## config.mk

```make
export PLATFORM = sky130hd
export DESIGN_NAME = reset_gen
export DESIGN_NICKNAME = d
export VERILOG_FILES = /design/src/verilog/reset_gen.sv
export SDC_FILE = /design/constraint.sdc
export NUM_CORES = 1
export LEC_CHECK = 0
export BUFFER_PORTS_ARGS = -buffer_cell sky130_fd_sc_hd__buf_2
export CELL_PAD_IN_SITES_DETAIL_PLACEMENT = 0
export CELL_PAD_IN_SITES_GLOBAL_PLACEMENT = 1
export CORE_AREA = 2 2 39 41
export CTS_CLUSTER_DIAMETER = 60
export DETAILED_ROUTE_END_ITERATION = 10
export DIE_AREA = 0 0 41 43
export PLACE_DENSITY_LB_ADDON = 0.1
export SKIP_CTS_REPAIR_TIMING = 1
export SLEW_MARGIN = 20
export SYNTH_ARGS = -nofsm -noshare
export SYNTH_HDL_FRONTEND = slang
export SYNTH_SLANG_ARGS = --single-unit
```

## constraint.sdc

```tcl
create_clock -name sys_clk -period 1.8 [get_ports sys_clk]
set_input_delay 0.54 -clock sys_clk [delete_from_list [all_inputs] [get_ports sys_clk]]
set_output_delay 0.54 -clock sys_clk [all_outputs]
set_load 0.005 [all_outputs]
```

## src/verilog/reset_gen.sv

```systemverilog
`timescale 1ns/1ns

module reset_gen #(
	parameter int DEBOUNCE_CYCLES = 16
) (
	input logic sys_clk,
	input logic rst_n_i,
	input logic hard_reset_req_i,
	output logic core_rst_n_o
);

	localparam int CNT_WIDTH = $clog2(DEBOUNCE_CYCLES + 1);

	logic rst_meta;
	logic rst_sync;
	logic [CNT_WIDTH-1:0] cnt_q;

	// --------------------
	// Synchronizer
	// --------------------
	// Asserts at once, releases two edges later
	always_ff @(posedge sys_clk or negedge rst_n_i) begin
		if (!rst_n_i) begin
			rst_meta <= 1'b0;
			rst_sync <= 1'b0;
		end else begin
			rst_meta <= 1'b1;
			rst_sync <= rst_meta;
		end
	end

	// --------------------
	// Debounce stretcher
	// --------------------
	always_ff @(posedge sys_clk or negedge rst_n_i) begin
		if (!rst_n_i) begin
			cnt_q <= CNT_WIDTH'(DEBOUNCE_CYCLES);
			core_rst_n_o <= 1'b0;
		end else begin
			// Pin still low or software hard reset reloads
			if (!rst_sync || hard_reset_req_i) begin
				cnt_q <= CNT_WIDTH'(DEBOUNCE_CYCLES);
			end else if (cnt_q != '0) begin
				cnt_q <= cnt_q - 1'b1;
			end
			// Released only once the count has run out
			core_rst_n_o <= (cnt_q == '0);
		end
	end

endmodule

```

Word-level counts from Yosys, hierarchy flattened
Index checks and enable logic that the tools add are counted.
{ "word_totals": {"ff_bits": 8, "input_bits": 3, "out_inout_bits": 1} }
{ "op_classes": {"addsub": 1, "mux": 2, "n_reduce_logical": 5} }
{ "op_table": {"columns": ["operator", "count"], "rows": [
  ["5-bit 2-to-1 mux", 2],
  ["5-bit zero test", 1],
  ["5-bit nonzero test", 1],
  ["5-bit by 1-bit subtractor with 5-bit output, second input constant", 1],
  ["2-bit nonzero test", 1],
  ["1-bit zero test", 1],
  ["1-bit logical OR", 1]
]} }

Logic depth before layout (Yosys ltp)
{ "logic_depth": {"word_depth": 3, "mapped_depth": 6} }

Worst setup path before layout
Ideal clock, no wire load.
{ "synth_timing": {"path_type": "reg-to-reg", "startpoint": "register cnt_q[0]", "endpoint": "register cnt_q[0]", "t_arrival_ps": 1371, "required_ps": 1676, "slack_ps": 306, "stages_incl_launch_ff": 7, "n_path_buf": 1, "synth_period_minus_slack_ps": 1494, "cell_sequence": "dfrtp_1 inv_1 ha_1 or4b_1 buf_2 xnor2_1 nor2_1"} }
{ "synth_between": {"elab_chain_cells": 3, "word_cells_on_any_way": 5, "classes_between": "1 x add/sub; 2 x mux; 2 x reduce/logical"} }
{ "synth_rtl": {"columns": ["item", "line", "source"], "rows": [
  ["from (decl)", "16", "logic [CNT_WIDTH-1:0] cnt_q;"],
  ["from (signal assigned)", "37", "cnt_q <= CNT_WIDTH'(DEBOUNCE_CYCLES);"],
  ["from (signal assigned)", "42", "cnt_q <= CNT_WIDTH'(DEBOUNCE_CYCLES);"],
  ["from (signal assigned)", "44", "cnt_q <= cnt_q - 1'b1;"],
  ["5-bit by 1-bit subtractor with 5-bit output", "44", null],
  ["5-bit 2-to-1 mux", "43", "end else if (cnt_q != '0) begin"],
  ["5-bit 2-to-1 mux", "41", "if (!rst_sync || hard_reset_req_i) begin"]
]} }
Several ways; a longest one is shown, not always the timed one. The select of a mux whose other input is x is not followed.
A chain may end at the register's enable or synchronous reset.

Worst setup path in the final report
Ends and elaborated chain as after synthesis.

==> metrics <==
accumulated negative setup slack=0 ps; syn nets=35; proportion of layout cells with a drive suffix above 1=0.216; Worst Skew=7.17 ps; maximum operating frequency=0.621 GHz; global-route wire length before repair=979 um; number of top-level pins=4; clock root buffer=sky130_fd_sc_hd__clkbuf_4; post-route non-filler standard cell count=53; power density cells=988 mW/mm^2; final estimated routing congestion in global placement=0.746; number of buffers added by the clock tree synthesis step=3; row count=14; Nets=42; portion of the post-synthesis area used by sequential elements=0.585; minimum setup slack in the final design=190 ps; top post-synthesis cells by area=sky130_fd_sc_hd__dfrtp_1 51%, sky130_fd_sc_hd__dfstp_2 7.6%, sky130_fd_sc_hd__nand2b_1 5.5%; level count of the clock H-tree=1; DR iter-0 viols=7; worst-path maximum fanout=5; unrepaired setup endpoints after global routing=false; net load switching power=0.0928 mW; Longest Clk Path Bufs=2; number of pins exceeding their max-slew limit in the final report=0; final core occ=0.289; # fillers=145; Skew-Pair Late Insertion Delay=250 ps; antenna violations before repair=0; proportion of total power due to net switching=0.235; Chip Height=43 um; gate count of the mapped netlist=31; detailed-route DRC error count=0; via count of the first global-routing pass=226; largest net degree at the start of global routing=9; required time worst endpoint=1930 ps; global route total overflow=0; mean cell area of the mapped netlist=11.1 um^2; Worst Setup Path Type=flip-flop to flip-flop; total wirelength of the detailed-routed design=516 um; static power due to leakage=0.192 nW; post-synthesis register bit count=8; area fraction of the dominant cell type after synthesis=0.509; most common cell after layout, fill and taps aside=sky130_fd_sc_hd__dfrtp_1; WP data arrival=1740 ps; library cells used by synthesis=17; number of max-cap violations=0; total number of vias=223; largest voltage drop on the vdd net=0.000373 V; combinational power share=0.125; Setup crit start kind=flip-flop; setup slack at placement=194 ps; area occupied by multi-input gates=126 um^2; final worst path period need=1610 ps; number of buffers added on ports=3; clock power share=0.362; Internal=0.303 mW; width of the die=41 um; CTS clock-pin slew for the worst setup and hold paths=60 ps; number of clock sinks=8; Cell Count Post-Placement=49; overall power consumption=0.395 mW; Synth area leader=sky130_fd_sc_hd__dfrtp_1; status=completed; count of TritonRoute iterations in the first routing pass=4; TritonCTS clock tree=built; number of nets with antenna violations after routing=0; Die Footprint=0.00176 mm^2; Initial Utilization=0.249; core area=0.00138 mm^2; number of warnings issued by yosys=0; average detailed-routed wire length per instance=9.74 um; Post-DP HPWL=414 um; Worst Setup End Kind=flip-flop; Antenna Cells=0; part of the total power dissipated in sequential elements=0.513; register cell area after layout=201 um^2; Area growth syn-to-layout=16.4%; gr usage total=0.0855; post-DR vias/cell=4.21; Final Hold Fails=0; final setup vio count=0; Final period util=0.895; area of the mapped netlist=344 um^2; hold crit path type=primary input to asynchronous set/reset pin
==> layout make-up <==
| class | instances | share of cell area |
|---|---|---|
| Multi-Input combinational cell | 19 | 0.316 |
| Timing Repair Buffer | 3 | 0.0375 |
| Inverter | 3 | 0.0281 |
| Sequential cell | 8 | 0.503 |
| Clock buffer | 4 | 0.0656 |
| Tap cell | 16 | 0.0500 |
==> sequential cells by signal, indices dropped and copies added (netlist names) <==
name,count
cnt_q,5
rst_sync,1
rst_meta,1
core_rst_n_o,1
==> path summary, 6_finish.rpt <==
kind,from,end,slack (ps),depth (start not counted)
worst min register to register,rst_meta,rst_sync,360,0
worst max register to register,cnt_q[0],cnt_q[0],190,5
worst min-delay path,rst_n_i,cnt_q[0],130,1
max in group asynchronous,rst_n_i,cnt_q[4],1430,1
worst max-delay path,cnt_q[0],cnt_q[0],190,5
min in group sys_clk,rst_meta,rst_sync,360,0
==> cells by family (layout without fill, tap and decap cells) <==
| family | count (synthesis) | after routing | synth area share |
|---|---|---|---|
| AO/OA/AOI/OAI | 4 | 4 | 0.0873 |
| other | 1 | 1 | 0.0109 |
| flip-flops | 8 | 8 | 0.585 |
| buffers and inverters | 4 | 10 | 0.0473 |
| AND/OR/NAND/NOR | 12 | 12 | 0.207 |
| adder cells (fa/ha/maj) | 1 | 1 | 0.0364 |
| XOR/XNOR | 1 | 1 | 0.0255 |
==> power by group through the flow <==
stage               clock network, mW  logic, mW  registers, mW
finish                          0.143     0.0494          0.203
global route                    0.164     0.0575          0.205
CTS                             0.151     0.0505          0.203
detailed placement                  0     0.0502          0.206
global placement                    0     0.0507          0.206
floorplan                           0     0.0380          0.204
==> critical path, cell delays in order, from the launching register on <==
cell and delay [ps]:
sky130_fd_sc_hd__dfrtp_1 400, sky130_fd_sc_hd__inv_1 70, sky130_fd_sc_hd__ha_1 210, sky130_fd_sc_hd__or4b_1 570, sky130_fd_sc_hd__xnor2_1 190, sky130_fd_sc_hd__nor2_1 50
==> cells in the mapped netlist, drive strengths merged <==
cell type,number
a211oi,1
or2b,1
nand2,1
nor3,1
or4b,1
nor2,3
a21oi,2
xnor2,1
buf,1
inv,3
nand3b,2
dfrtp,7
nand2b,3
dfstp,1
conb,1
a21o,1
ha,1
==> per-layer routing <==
metal	part of all wire	vias up	global-route usage
met5	0	-	0
met4	0	0	0.0600
met3	0.043	0	0.0157
met2	0.47	7	0.0938
met1	0.49	103	0.141
li1	-	113	-
==> stage by stage <==
stage	area (um^2)	hold slack (ps)
after CTS	400	119
after floorplan	344	244
after global placement	374	344
after detailed placement	374	338
final	400	125
after global routing	400	118
(Power assumes the default switching activity.)
