## src/verilog/soc_bus_pkg.sv

```systemverilog
package soc_bus_pkg;

	// --------------------
	// Wishbone widths
	// --------------------
	localparam int WB_ADR_WIDTH = 32;
	localparam int WB_DATA_WIDTH = 32;
	// One select line per byte lane
	localparam int WB_SEL_WIDTH = WB_DATA_WIDTH / 8;

	// CSR address splits into bank and register
	localparam int CSR_BANK_WIDTH = 4;
	localparam int CSR_REG_WIDTH = 10;
	localparam int CSR_ADR_WIDTH = CSR_BANK_WIDTH + CSR_REG_WIDTH;

	typedef logic [WB_ADR_WIDTH-1:0] wb_adr_t;
	typedef logic [WB_DATA_WIDTH-1:0] wb_data_t;
	typedef logic [WB_SEL_WIDTH-1:0] wb_sel_t;

	// Master to slave
	typedef struct packed {
		wb_adr_t adr;
		wb_data_t dat;
		wb_sel_t sel;
		logic we;
		logic cyc;
		logic stb;
	} wb_req_t;

	// Slave to master
	typedef struct packed {
		wb_data_t dat;
		logic ack;
	} wb_rsp_t;

	typedef logic [CSR_ADR_WIDTH-1:0] csr_adr_t;
	typedef logic [CSR_BANK_WIDTH-1:0] csr_bank_t;
	typedef logic [CSR_REG_WIDTH-1:0] csr_reg_t;

	// Bridge to CSR slaves, no handshake
	typedef struct packed {
		csr_adr_t adr;
		logic we;
		wb_data_t dat;
	} csr_req_t;

endpackage

```

## src/verilog/soc_map_pkg.sv

```systemverilog
package soc_map_pkg;

	// --------------------
	// Address map
	// --------------------
	// Top 3 address bits pick the region
	localparam int REGION_LSB = 29;
	localparam soc_bus_pkg::wb_adr_t BRAM_BASE = 32'h2000_0000;
	localparam soc_bus_pkg::wb_adr_t CSR_BASE = 32'h8000_0000;

	typedef enum logic [2:0] {
		REGION_NONE = 3'b000,
		REGION_BRAM = BRAM_BASE[31:REGION_LSB],
		REGION_CSR = CSR_BASE[31:REGION_LSB]
	} region_e;

	// Read back from every unpopulated region
	localparam soc_bus_pkg::wb_data_t STUB_WORD = 32'habadface;

	// --------------------
	// CSR banks
	// --------------------
	localparam soc_bus_pkg::csr_bank_t SYSCTL_BANK = 4'd1;

	// System controller registers, word index within the bank
	typedef enum logic [9:0] {
		REG_GPIO_IN = 10'd0,
		REG_GPIO_OUT = 10'd1,
		REG_IRQ_EN = 10'd2,
		REG_IRQ_PENDING = 10'd3,
		REG_SYSTEM_ID = 10'd4,
		REG_HARD_RESET = 10'd5
	} sysctl_reg_e;

	// Wishbone to CSR bridge sequence
	typedef enum logic [1:0] {
		CSR_IDLE,
		CSR_ISSUE,
		CSR_CAPTURE,
		CSR_ACK
	} csr_state_e;

endpackage

```

## src/verilog/wb_decoder.sv

```systemverilog
`timescale 1ns/1ns

module wb_decoder (
	input logic sys_clk,
	input logic rst_n_i,
	input soc_bus_pkg::wb_req_t m_req_i,
	output soc_bus_pkg::wb_rsp_t m_rsp_o,
	output soc_bus_pkg::wb_req_t bram_req_o,
	input soc_bus_pkg::wb_rsp_t bram_rsp_i,
	output soc_bus_pkg::wb_req_t csr_req_o,
	input soc_bus_pkg::wb_rsp_t csr_rsp_i
);

	import soc_bus_pkg::*;
	import soc_map_pkg::*;

	region_e region;
	logic stub_hit;
	logic stub_ack_q;

	// --------------------
	// Region decode
	// --------------------
	always_comb begin
		case (m_req_i.adr[WB_ADR_WIDTH-1:REGION_LSB])
			REGION_BRAM: region = REGION_BRAM;
			REGION_CSR: region = REGION_CSR;
			// Flash, FML, USB, Ethernet holes and the rest
			default: region = REGION_NONE;
		endcase
	end

	// Whole request fans out, only stb is steered
	always_comb begin
		bram_req_o = m_req_i;
		bram_req_o.stb = m_req_i.stb && (region == REGION_BRAM);
		csr_req_o = m_req_i;
		csr_req_o.stb = m_req_i.stb && (region == REGION_CSR);
	end

	// --------------------
	// Stub responder
	// --------------------
	assign stub_hit = m_req_i.cyc && m_req_i.stb && (region == REGION_NONE);

	// Single cycle ack, dropped again while the master still holds stb
	always_ff @(posedge sys_clk or negedge rst_n_i) begin
		if (!rst_n_i) begin
			stub_ack_q <= 1'b0;
		end else begin
			stub_ack_q <= stub_hit && !stub_ack_q;
		end
	end

	// Response mux follows the address held by the master
	always_comb begin
		case (region)
			REGION_BRAM: m_rsp_o = bram_rsp_i;
			REGION_CSR: m_rsp_o = csr_rsp_i;
			default: begin
				m_rsp_o.dat = STUB_WORD;
				// No ack left over for an abandoned cycle
				m_rsp_o.ack = stub_ack_q && stub_hit;
			end
		endcase
	end

endmodule

```

## config.mk

```make
export PLATFORM = sky130hd
export DESIGN_NAME = wb_decoder
export DESIGN_NICKNAME = d
export VERILOG_FILES = /design/src/verilog/soc_bus_pkg.sv /design/src/verilog/soc_map_pkg.sv /design/src/verilog/wb_decoder.sv
export SDC_FILE = /design/constraint.sdc
export NUM_CORES = 1
export LEC_CHECK = 0
export ABC_AREA = 1
export BUFFER_PORTS_ARGS = -buffer_cell sky130_fd_sc_hd__buf_2
export CAP_MARGIN = 15
export CORE_AREA = 2 2 124 126
export CTS_BUF_LIST = sky130_fd_sc_hd__clkbuf_16
export DETAILED_ROUTE_END_ITERATION = 16
export DIE_AREA = 0 0 126 128
export GPL_TIMING_DRIVEN = 0
export HOLD_SLACK_MARGIN = 0.15
export PLACE_DENSITY_LB_ADDON = 0.05
export SYNTH_ARGS = -nofsm -noshare
export SYNTH_HDL_FRONTEND = slang
export SYNTH_SLANG_ARGS = --single-unit
```

## constraint.sdc

```tcl
create_clock -name sys_clk -period 1 [get_ports sys_clk]
set_clock_uncertainty 0.2 [all_clocks]
set_input_delay 0 -clock sys_clk [delete_from_list [all_inputs] [get_ports sys_clk]]
set_output_delay 0 -clock sys_clk [all_outputs]
set_load 0.05 [all_outputs]
```

; Yosys cells after proc, flatten, opt, wreduce, memory -nomap -nowiden
; Cells that the tools add are included.
[totals]
in_bits = 139
ram_bits = 0
memories = 0
elab_cells = 15
rom_bits = 0
out_inout_bits = 175
register_bits = 1
latch_bits = 0
[classes]
n_shift = 0
addsub = 0
n_mux = 2
n_mul = 0
n_eq_ne = 4
reduce_logical = 8
bitwise_logic = 0
magnitude_cmp = 0
n_div = 0
[op_table]
columns = operator, count
row1 = $pmux W33 S2, 1
row2 = $eq A3 B1 Y1 const B, 2
row3 = $eq A3 B3 Y1 const B, 2
row4 = $logic_and A1 B1 Y1, 6
row5 = $pmux W3 S2, 1
row6 = $logic_not A3 Y1, 1
row7 = $logic_not A1 Y1, 1

; Longest topological paths before layout
[depth]
ltp_word = 6
ltp_mapped = 6

; Worst setup path after synthesis
; Ideal clock, no wire load.
[synth_path]
path_type = input to output
start = input m_req_i[69] (netlist name)
end = output csr_req_o[0] (netlist name)
arrival_ps = 874
path_buffers = 0
setup_slack_ps = -74
stages = 3
t_required_ps = 800
path_cell_list = nor2_2 -> nand2_2 -> nor2_1
[synth_lines]
columns = item, line_no
row1 = start: declaration, wb_decoder.sv:6  ; input soc_bus_pkg::wb_req_t m_req_i,
row2 = end: declaration, wb_decoder.sv:10  ; output soc_bus_pkg::wb_req_t csr_req_o,

==> run summary <==
Top cell type by total area after synthesis - sky130_fd_sc_hd__buf_4
Sum of routed wire length over all layers - 7660 µm
Residual antenna-violating net count after detailed routing - 0
Number of global-route vias before repair - 2101
Clock latency reported for the late side of the worst-skew pair - 0 ps
Result of the run - finished with violations
Die area - 16100 µm²
Count of TritonRoute iterations in the first routing pass - 4
Number of primary I/O pins - 314
Peak VDD IR - 0.000308 V
Critical Path Sink Type - primary output
Detailed Route Iter0 Violations - 19
Kind of path behind the tightest hold check - input port to flip-flop
Average vias per placed instance - 3.30
Placeable core region - 14900 µm²
Syn Std Cell Area - 1640 µm²
Count of warnings emitted by yosys - 0
Largest delay contributor family on the critical path - simple AND/OR/NAND/NOR gates
Violated checks - negative setup slack
Number of filler instances in the final layout - 1683
Reported leakage power - 2.22 nW
Hold slack final - 96.6 ps
Combinational share of power - 0.984
Number of enable-type register cells in the synthesized netlist - 0
CP peak stage delay - 160 ps
PD cells - 744 nW/µm²
Least-Margin Pin Slew - 274 ps
Worst path bufs/invs - 3
Crit Path Class - input port to primary output
Synthesized netlist net count - 404
Post-route standard cell area excluding fillers - 3860 µm²
Overall die width - 126 µm
Storage element area - 25.0 µm²
Most common library cells after synthesis - sky130_fd_sc_hd__buf_4 (144), sky130_fd_sc_hd__nand2_1 (78), sky130_fd_sc_hd__nand3_1 (22)
Flip-flop count of the largest register, all copies and words added - 1
Final HPWL from detailed placement - 6580 µm
Sequential fraction of design power - 0.016
Area of the multi-input gates - 679 µm²
Area contributors post-synth - sky130_fd_sc_hd__buf_4 (66%), sky130_fd_sc_hd__nand2_1 (18%), sky130_fd_sc_hd__nand3_1 (6.7%)
Number of design rule violations left after detail routing - 0
Cell variety after synth - 14
Relative slew slack - 0.819
Post-route core utilization - 0.259
Number of antenna violations at the first check in global routing - 0
Register bit total from synthesis - 1
Maximum Capacitance Violations - 0
Critical path arrival - 880 ps
Critical Path, Cell by Cell - buf_8, nor2_4, nand2_4, nand2_4, buf_8, nand3_1, buf_6
Placement Rows - 45
Largest net degree at the start of global routing - 11
CP startpoint kind - input port
Share of the synthesized area in the top cell type - 0.661
NumNets Final - 665
Die boundary height - 128 µm
Tmin final - 1080 ps
Register clock-pin slew on the reported worst setup and hold paths - 0 ps
Leading register cell type out of synthesis - sky130_fd_sc_hd__dfrtp_1
Layout cell share with drive strength beyond 1 - 0.868
Async set-or-reset flop fraction in the synthesized netlist - 1.00
Layout Area Growth over Synthesis - 136%
Setup WS post-layout - -75.4 ps
Total via count in the routed design - 2351
Largest register by flop count - stub_ack_q
Sequential share of the synthesized area - 0.0153
Unrepaired setup endpoints after global routing - yes
Internal cell power - 1.05 mW
Max Freq - 930 MHz
Total global routing overflow - 0
Hold bufs inserted after CTS - 1
Wire length per cell after detailed routing - 10.8 µm
Biggest registers after layout - stub_ack_q: 1 flops
Count of final hold-check violations - 0
Net Sw Frac - 0.635
Synthesized area per cell - 6.18 µm²
First-pass GRT wire length - 10400 µm
Starting Density - 0.110
CP max FO - 10
Inserted Diodes - 0
Global placer's final weighted congestion - 0.673
Final number of setup-violating endpoints - 32
Slowest cell on the critical path - sky130_fd_sc_hd__buf_8
Data required, critical path - 800 ps
Cell with the most instances after synthesis - sky130_fd_sc_hd__buf_4
Port Buffers - 247
Aggregate global-route resource usage - 0.0781
Portion of total power attributed to the clock network - 0
Final max-slew violation count - 0
Crit share post-route - 1.08
Gate count of the mapped netlist - 265
Placed cell areas - 3140 µm²
Power spent charging and discharging nets - 1.82 mW
metrics by stage:
stage                     TNS (ps)  power [mW]  worst slack, ps  cells
final                        -1420        2.87            -75.4    712
after global routing         -3210        2.98             -126    712
after CTS                    -2710        2.84             -120    711
after detailed placement     -8950        2.56             -346    700
after global placement       -8810        2.56             -315    700
after floorplan              -1230        2.03            -61.4    265
area by class of cell:
cell class / count / area share
Buffer: 148 / 0.305
Inverter: 7 / 0.0140
Multi-Input combinational cell: 109 / 0.176
Timing Repair Buffer: 259 / 0.437
Sequential cell: 1 / 0.00649
Tap cell: 188 / 0.0610
cell families after synthesis:
logic type | count (synthesis) | share of synthesized area
buffers and inverters | 155 | 0.706
AND/OR/NAND/NOR | 109 | 0.279
flip-flops | 1 | 0.0153
layout by cell type (no fill, tap or decap), types with 3 or more instances in the layout:
master and n:
sky130_fd_sc_hd__buf_2 209, sky130_fd_sc_hd__buf_4 149, sky130_fd_sc_hd__nand2_1 55, sky130_fd_sc_hd__buf_8 26, sky130_fd_sc_hd__buf_6 18, sky130_fd_sc_hd__nand3_2 15, sky130_fd_sc_hd__nand2_2 14, sky130_fd_sc_hd__nand2_4 11
sky130_fd_sc_hd__nand3_1 6, sky130_fd_sc_hd__inv_1 3
worst paths after layout:
path | start | to | slack [ps] | cells past startpoint
setup reg to reg | stub_ack_q | stub_ack_q | 150 | 1
min in group asynchronous | rst_n_i | stub_ack_q | 120 | 2
setup / recovery | m_req_i[69] | m_rsp_o[2] | -80 | 7
hold / removal | m_req_i[0] | stub_ack_q | 100 | 3
hold reg to reg | stub_ack_q | stub_ack_q | 230 | 1
max in group asynchronous | rst_n_i | stub_ack_q | 390 | 2
repair_timing:
action / in CTS / in global routing
setup buffers: 8 / 1
gates resized for setup: 137 / 28
endpoints found under the setup margin: 32 / 34
gates cloned: 2 / 0
pin swaps: 12 / 5
hold endpoints to repair: 152 / 138
power groups by stage:
stage                     Sequential (mW)  Combinational, mW  Clock [mW]
final                              0.0447               2.82           0
after global routing               0.0449               2.94           0
after CTS                          0.0447               2.80           0
after detailed placement           0.0447               2.51           0
after global placement             0.0447               2.52           0
after floorplan                    0.0445               1.98           0
metal layers:
layer / GRT usage / share of wire
met1: 0.0795 / 0.30
met5: 0 / 0
met3: 0.0125 / 0.10
met2: 0.172 / 0.60
met4: 0 / 0
tightest hold or removal path: stages:
cell,delay [ps]
sky130_fd_sc_hd__buf_2,100
sky130_fd_sc_hd__nand2_1,90
sky130_fd_sc_hd__nor3_1,60
Power figures use the tool's default switching activity.
