===== config.mk =====
export PLATFORM = sky130hd
export DESIGN_NAME = sysctl
export DESIGN_NICKNAME = d
export VERILOG_FILES = /design/src/verilog/soc_bus_pkg.sv /design/src/verilog/soc_map_pkg.sv /design/src/verilog/sysctl.sv
export SDC_FILE = /design/constraint.sdc
export NUM_CORES = 1
export LEC_CHECK = 0
export ABC_AREA = 1
export BUFFER_PORTS_ARGS = -buffer_cell sky130_fd_sc_hd__buf_2
export CORE_MARGIN = 2
export CORE_UTILIZATION = 52
export DETAILED_ROUTE_END_ITERATION = 6
export GPL_TIMING_DRIVEN = 0
export PLACE_DENSITY_LB_ADDON = 0.25
export REMOVE_ABC_BUFFERS = 1
export SLEW_MARGIN = 20
export SYNTH_ARGS = -nofsm -noshare
export SYNTH_HDL_FRONTEND = slang
export SYNTH_SLANG_ARGS = --single-unit

===== constraint.sdc =====
create_clock -name sys_clk -period 0.95 [get_ports sys_clk]
set_input_delay 0.095 -clock sys_clk [delete_from_list [all_inputs] [get_ports sys_clk]]
set_output_delay 0.095 -clock sys_clk [all_outputs]
set_load 0.01 [all_outputs]

===== src/verilog/soc_bus_pkg.sv =====
package soc_bus_pkg;

	// --------------------
	// Wishbone widths
	// --------------------
	localparam int WB_ADR_WIDTH = 32;
	localparam int WB_DATA_WIDTH = 32;
	// One select line per byte lane
	localparam int WB_SEL_WIDTH = WB_DATA_WIDTH / 8;

	// CSR address splits into bank and register
	localparam int CSR_BANK_WIDTH = 4;
	localparam int CSR_REG_WIDTH = 10;
	localparam int CSR_ADR_WIDTH = CSR_BANK_WIDTH + CSR_REG_WIDTH;

	typedef logic [WB_ADR_WIDTH-1:0] wb_adr_t;
	typedef logic [WB_DATA_WIDTH-1:0] wb_data_t;
	typedef logic [WB_SEL_WIDTH-1:0] wb_sel_t;

	// Master to slave
	typedef struct packed {
		wb_adr_t adr;
		wb_data_t dat;
		wb_sel_t sel;
		logic we;
		logic cyc;
		logic stb;
	} wb_req_t;

	// Slave to master
	typedef struct packed {
		wb_data_t dat;
		logic ack;
	} wb_rsp_t;

	typedef logic [CSR_ADR_WIDTH-1:0] csr_adr_t;
	typedef logic [CSR_BANK_WIDTH-1:0] csr_bank_t;
	typedef logic [CSR_REG_WIDTH-1:0] csr_reg_t;

	// Bridge to CSR slaves, no handshake
	typedef struct packed {
		csr_adr_t adr;
		logic we;
		wb_data_t dat;
	} csr_req_t;

endpackage


===== src/verilog/soc_map_pkg.sv =====
package soc_map_pkg;

	// --------------------
	// Address map
	// --------------------
	// Top 3 address bits pick the region
	localparam int REGION_LSB = 29;
	localparam soc_bus_pkg::wb_adr_t BRAM_BASE = 32'h2000_0000;
	localparam soc_bus_pkg::wb_adr_t CSR_BASE = 32'h8000_0000;

	typedef enum logic [2:0] {
		REGION_NONE = 3'b000,
		REGION_BRAM = BRAM_BASE[31:REGION_LSB],
		REGION_CSR = CSR_BASE[31:REGION_LSB]
	} region_e;

	// Read back from every unpopulated region
	localparam soc_bus_pkg::wb_data_t STUB_WORD = 32'habadface;

	// --------------------
	// CSR banks
	// --------------------
	localparam soc_bus_pkg::csr_bank_t SYSCTL_BANK = 4'd1;

	// System controller registers, word index within the bank
	typedef enum logic [9:0] {
		REG_GPIO_IN = 10'd0,
		REG_GPIO_OUT = 10'd1,
		REG_IRQ_EN = 10'd2,
		REG_IRQ_PENDING = 10'd3,
		REG_SYSTEM_ID = 10'd4,
		REG_HARD_RESET = 10'd5
	} sysctl_reg_e;

	// Wishbone to CSR bridge sequence
	typedef enum logic [1:0] {
		CSR_IDLE,
		CSR_ISSUE,
		CSR_CAPTURE,
		CSR_ACK
	} csr_state_e;

endpackage


===== src/verilog/sysctl.sv =====
`timescale 1ns/1ns

module sysctl #(
	parameter soc_bus_pkg::csr_bank_t CSR_BANK = soc_map_pkg::SYSCTL_BANK,
	parameter int NINPUTS = 13,
	parameter int NOUTPUTS = 14,
	parameter soc_bus_pkg::wb_data_t SYSTEM_ID = 32'h58343031
) (
	input logic sys_clk,
	input logic rst_n_i,
	input soc_bus_pkg::csr_req_t csr_i,
	output soc_bus_pkg::wb_data_t csr_rdata_o,
	input logic [NINPUTS-1:0] gpio_i,
	output logic [NOUTPUTS-1:0] gpio_o,
	output logic gpio_irq_o,
	output logic hard_reset_req_o
);

	import soc_bus_pkg::*;
	import soc_map_pkg::*;

	logic [NINPUTS-1:0] gpio_meta;
	logic [NINPUTS-1:0] gpio_sync;
	logic [NINPUTS-1:0] gpio_prev;
	logic [NINPUTS-1:0] irq_en_q;
	logic [NINPUTS-1:0] irq_pending_q;
	logic [NINPUTS-1:0] pending_set;
	logic [NINPUTS-1:0] pending_clr;
	logic bank_hit;
	logic wr_hit;
	sysctl_reg_e reg_sel;
	wb_data_t rd_word;

	// --------------------
	// Address decode
	// --------------------
	assign bank_hit = (csr_i.adr[CSR_REG_WIDTH +: CSR_BANK_WIDTH] == CSR_BANK);
	assign reg_sel = sysctl_reg_e'(csr_i.adr[CSR_REG_WIDTH-1:0]);
	assign wr_hit = csr_i.we && bank_hit;

	// --------------------
	// GPIO inputs
	// --------------------
	// Two flop sync, third flop for change detect
	always_ff @(posedge sys_clk or negedge rst_n_i) begin
		if (!rst_n_i) begin
			gpio_meta <= '0;
			gpio_sync <= '0;
			gpio_prev <= '0;
		end else begin
			gpio_meta <= gpio_i;
			gpio_sync <= gpio_meta;
			gpio_prev <= gpio_sync;
		end
	end

	// Any edge on an enabled bit, set beats clear
	assign pending_set = irq_en_q & (gpio_sync ^ gpio_prev);
	assign pending_clr = (wr_hit && reg_sel == REG_IRQ_PENDING) ? csr_i.dat[NINPUTS-1:0] : '0;
	assign gpio_irq_o = |irq_pending_q;

	// --------------------
	// Register writes
	// --------------------
	always_ff @(posedge sys_clk or negedge rst_n_i) begin
		if (!rst_n_i) begin
			gpio_o <= '0;
			irq_en_q <= '0;
			irq_pending_q <= '0;
			hard_reset_req_o <= 1'b0;
		end else begin
			irq_pending_q <= (irq_pending_q & ~pending_clr) | pending_set;
			// One cycle request, data word ignored
			hard_reset_req_o <= wr_hit && (reg_sel == REG_HARD_RESET);
			if (wr_hit) begin
				case (reg_sel)
					REG_GPIO_OUT: gpio_o <= csr_i.dat[NOUTPUTS-1:0];
					REG_IRQ_EN: irq_en_q <= csr_i.dat[NINPUTS-1:0];
					default: ;
				endcase
			end
		end
	end

	// --------------------
	// Read mux
	// --------------------
	always_comb begin
		rd_word = '0;
		// Other banks and unlisted registers read zero
		if (bank_hit) begin
			case (reg_sel)
				REG_GPIO_IN: rd_word[NINPUTS-1:0] = gpio_sync;
				REG_GPIO_OUT: rd_word[NOUTPUTS-1:0] = gpio_o;
				REG_IRQ_EN: rd_word[NINPUTS-1:0] = irq_en_q;
				REG_IRQ_PENDING: rd_word[NINPUTS-1:0] = irq_pending_q;
				REG_SYSTEM_ID: rd_word = SYSTEM_ID;
				default: rd_word = '0;
			endcase
		end
	end

	// Registered, bridge samples it one cycle after issue
	always_ff @(posedge sys_clk) begin
		csr_rdata_o <= rd_word;
	end

endmodule


# Yosys cells after proc, flatten, opt, wreduce, memory -nomap -nowiden
# Index checks and enable logic that the tools add are counted.
[word_totals]
output_inout_bits = 48
inputBits = 62
ff_bits = 112
[op_classes]
n_reduce_logical = 7
n_mux = 4
bitwise_logic = 5
eq_ne = 6
[op_table]
columns = ["operator", "n"]
rows = [
  ["13-bit one-hot mux with 5 select lines", 1],
  ["13-bit AND", 2],
  ["10-bit by 2-bit == test with 1-bit output, second input constant", 2],
  ["10-bit by 3-bit == test with 1-bit output, second input constant", 2],
  ["17-bit two-way mux", 1],
  ["13-bit two-way mux", 1],
  ["13-bit inverter", 1],
  ["13-bit bitwise OR", 1],
  ["13-bit OR reduction", 1],
  ["13-bit bitwise XOR", 1],
  ["10-bit by 1-bit == test with 1-bit output, second input constant", 1],
  ["10-bit logical NOT", 1],
  ["4-bit by 1-bit == test with 1-bit output, second input constant", 1],
  ["2-bit AND reduction", 2],
  ["1-bit logical AND", 3],
  ["1-bit one-hot mux with 2 select lines", 1],
]

# Longest topological paths before layout
[depth]
ltp_word = 7
ltp_mapped = 8

# Worst setup path after synthesis
# OpenSTA, ideal clock, no wires.
[synth_timing]
path_type = "in2reg"
start = "input csr_i[46] (netlist bit)"
end = "register irq_en_q[2]"
slack_ns = -0.166
stages = 7
t_arrival_ns = 0.994
setup_ns = 0.122
path_cell_list = "nor2_1 > nand3_2 > nor2_2 > inv_2 > nor2_8 > buf_6 > o21ai_1"
[synth_via]
elab_chain_cells = 3
[synth_lines]
columns = ["element", "line", "text"]
rows = [
  ["start: declaration", "sysctl.sv:11", "input soc_bus_pkg::csr_req_t csr_i,"],
  ["4-bit by 1-bit == test with 1-bit output", "sysctl.sv:37", "assign bank_hit = (csr_i.adr[CSR_REG_WIDTH +: CSR_BANK_WIDTH] == CSR_BANK);"],
  ["1-bit logical AND", "sysctl.sv:39", "assign wr_hit = csr_i.we && bank_hit;"],
  ["2-bit AND reduction (no line)", "n/a", ""],
  ["end signal: assignment", "sysctl.sv:78", "REG_IRQ_EN: irq_en_q <= csr_i.dat[NINPUTS-1:0];"],
  ["end: declaration", "sysctl.sv:25", "logic [NINPUTS-1:0] irq_en_q;"],
]
# No other way between the ends.
# A chain may end at the register's enable or synchronous reset.

# Worst setup path in the final report
[layout_timing]
start = "register irq_pending_q[10]"
end = "output gpio_irq_o"
[layout_via]
elab_chain_cells = 1
[layout_lines]
columns = ["element", "line", "text"]
rows = [
  ["start: declaration", "sysctl.sv:26", "logic [NINPUTS-1:0] irq_pending_q;"],
  ["start signal: assignment", "sysctl.sv:72", "irq_pending_q <= (irq_pending_q & ~pending_clr) | pending_set;"],
  ["13-bit OR reduction", "sysctl.sv:60", "assign gpio_irq_o = |irq_pending_q;"],
  ["end: declaration", "sysctl.sv:15", "output logic gpio_irq_o,"],
]
# No other way between the ends.

==> run_results.csv <==
group,metric,value,unit
pwr,ir_worst_vdd,817,uV
pwr,switchingPower,1.74,mW
placed_design,place_hpwl,5.07,mm
pwr,p_leak,2.77,nW
logic_synthesis,yosys.cell_types.count,29,
layout,final-seq-area,0.00231,mm2
layout,fin_util,80.7,%
logic_synthesis,yosys.area_share.simple,18.1,%
sta,max_freq,626,MHz
floorplan,start_util,53.5,%
floorplan,rows,31,
floorplan,die_h,90.4,um
sta,min_period,1.60,ns
route,drtAntennaViolNets,0,
logic_synthesis,synth_edf_count,0,
clock_network,htreeDepth,3,
logic_synthesis,synthXorXnorAreaFrac,2.93,%
sta,worst_slack,-0.647,ns
logic_synthesis,async_reset_ff_share,84.2,%
layout,n_antenna_cell,0,
global_route,grt_pass1_wl,17.1,mm
clock_network,clkTransAtPathRegs,0.09,ns
placed_design,place_ws,-1.09,ns
sta,final-hold-violation-count,0,
worst_hold_path,hp-class,"input port to register",
global_route,grt_start_max_net_pins,53,
global_route,grt_use_total,27.3,%
route,wl_per_cell,19.5,um
setup_path,crit_fanout,3,
setup_path,arrival,1.50,ns
status,violations,"setup timing",
sta,fin_crit_sh,168,%
layout,layout-drive-gt1-share,45.3,%
logic_synthesis,synth_warnings,0,
global_route,overflow,0,
sta,skew,0.00712,ns
sta,tns,-2.77,ns
setup_path,cp.required,0.85,ns
logic_synthesis,synth_top_cell_area_share,51.6,%
clock_network,cts_tree,"done",
global_route,antenna_found_initial,0,
placed_design,gp_routability_congestion,0.757,
worst_hold_path,min_path_cells,2,
route,num_vias,3677,
route,dr.pass1.iters,5,
setup_path,critPathKind,"register to output pin",
sta,rsz0062_at_grt,"true",
logic_synthesis,synth_compound_area_share,10.1,%
floorplan,coreArea,0.00725,mm2
status,status,"finished with violations",
logic_synthesis,synth_area_leaders,"dfrtp_1 52%, dfxtp_1 7.7%, nand3_1 6.1%, nand2_1 4.2%, buf_4 4.1%",
logic_synthesis,synth_top_family_by_area,"simple AND/OR/NAND/NOR gates",
flow_run,cap_violations,0,
placed_design,place_inst,542,
layout,final_cell_mix,"80 x dfrtp_1, 66 x buf_2, 40 x buf_4",
logic_synthesis,syn_inst,383,
setup_path,r2r_cells,5,
pwr,p_per_area,1310,mW/mm2
placed_design,port_buffers,79,
layout,areaGrowthSynthToFinish,50.7,%
pwr,clkPwrFrac,37.7,%
floorplan,dieArea,0.00817,mm2
logic_synthesis,synth-adder-area-share,0,%
logic_synthesis,avgSynthCellArea,10.1,um2
logic_synthesis,ys_seq_area_share,59.3,%
logic_synthesis,ys_ff_latch,95,
logic_synthesis,synthesis.area,0.00388,mm2
route,drt_wl_total,12.8,mm
route,via_per_inst,5.59,
clock_network,cts_sinks,95,
logic_synthesis,synth_mux_area_share,0,%
sta,setup_viol,53,
layout,multi_input_area,0.00164,mm2
floorplan,io-pin-count,110,
route,drt_iter0_drc,331,
pwr,comb_power_share,8.2,%
clock_network,clockBufferDepth,2,
clock_network,clock-root-buffer,"clkbuf_8",
logic_synthesis,synthFlopType,"dfrtp_1",
sta,slew_violations,0,
pwr,power,7.69,mW
setup_path,r2r_setup_slack,-0.07,ns
floorplan,die_x,90.4,um
route,drc,0,
pwr,swShare,22.6,%
setup_path,crit_path_start_kind,"register",
pwr,internal_power,5.95,mW
clock_network,clock_latency,0.36,ns
setup_path,end_kind,"output pin",
pwr,p_seq_share,54.2,%
layout,final_common_cell,"dfrtp_1",
layout,nFillCells,385,
clock_network,cts_buffers,9,
global_route,grt_pass1_vias,3420,
logic_synthesis,yosysTopAreaCell,"dfrtp_1",
layout,fin_nets,616,
layout,fin_cells,658,
-- kinds of logic after synthesis --
family / Yosys count
buf+inv: 68
compound gates: 65
xor+xnor: 13
flops: 95
simple gates: 141
other cells: 1
-- layer usage --
metal,track usage [%],routed length (um)
met5,0,0
met4,13.2,683
met3,7.01,1330
met2,44.5,6230
met1,34.2,4610
-- Yosys cell counts (2+ instances only) --
master	instances
buf_2	4
buf_4	21
buf_6	4
dfrtp_1	80
dfxtp_1	15
inv_1	34
inv_2	3
nand2_1	43
nand3_1	47
nand3_2	2
nor2_1	33
nor2_2	4
nor2_8	2
nor4_1	3
o21ai_0	19
o21ai_1	28
o21ai_2	17
xnor2_1	13
-- cell type report --
class	count	area share, %
clock buffers	13	2.54
clock inverters	3	1.15
flip-flops and latches	95	39.5
repair buffers	170	24.0
inverters	37	2.57
repair inverters	1	0.150
well taps	99	2.12
multi-input cells	240	28.1
-- registers in the layout (all words and copies together), names as in the netlist --
name and cells:
irq_pending_q 13, gpio_meta 13, hard_reset_req_o 1, gpio_prev 13, csr_rdata_o 15, irq_en_q 13
gpio_sync 13, gpio_o 14
-- stage by stage --
| stage | area [um2] | hold slack, ns |
|---|---|---|
| final | 5850 | 0.0480 |
| after detailed placement | 4240 | 0.0442 |
| after CTS | 5430 | 0.0192 |
| after global placement | 4210 | 0.202 |
| after floorplan | 3690 | -0.201 |
| after global routing | 5850 | 0.0174 |
-- critical path, stage by stage (launching register included) --
cell,delay [ns]
dfrtp_1,0.44
nor4_2,0.37
nand4_1,0.15
buf_2,0.18
-- worst paths after layout --
| check | from | to |
|---|---|---|
| worst max-delay path | irq_pending_q[10] | gpio_irq_o |
| worst min-delay path | csr_i[34] | hard_reset_req_o |
| worst max register to register | gpio_o[5] | csr_rdata_o[5] |
| worst min register to register | gpio_meta[10] | gpio_sync[10] |
| max in group asynchronous | rst_n_i | gpio_prev[4] |
| min in group asynchronous | rst_n_i | gpio_meta[3] |
-- power groups by stage --
stage	Clock [mW]	Sequential [mW]	Combinational, mW
floorplan	0	4.24	0.143
global placement	0	4.24	0.342
detailed placement	0	4.25	0.364
CTS	2.93	4.16	0.532
global route	3.12	4.18	0.668
finish	2.89	4.17	0.627
-- timing repair --
item	in CTS	in global routing
gates resized for setup	44	88
hold buffers	28	0
setup buffers	42	21
cloned	8	4
pin swaps	15	33
endpoints found under the hold margin	60	0
endpoints found under the setup margin	77	75
No activity file was read; power rests on OpenSTA's default activity.
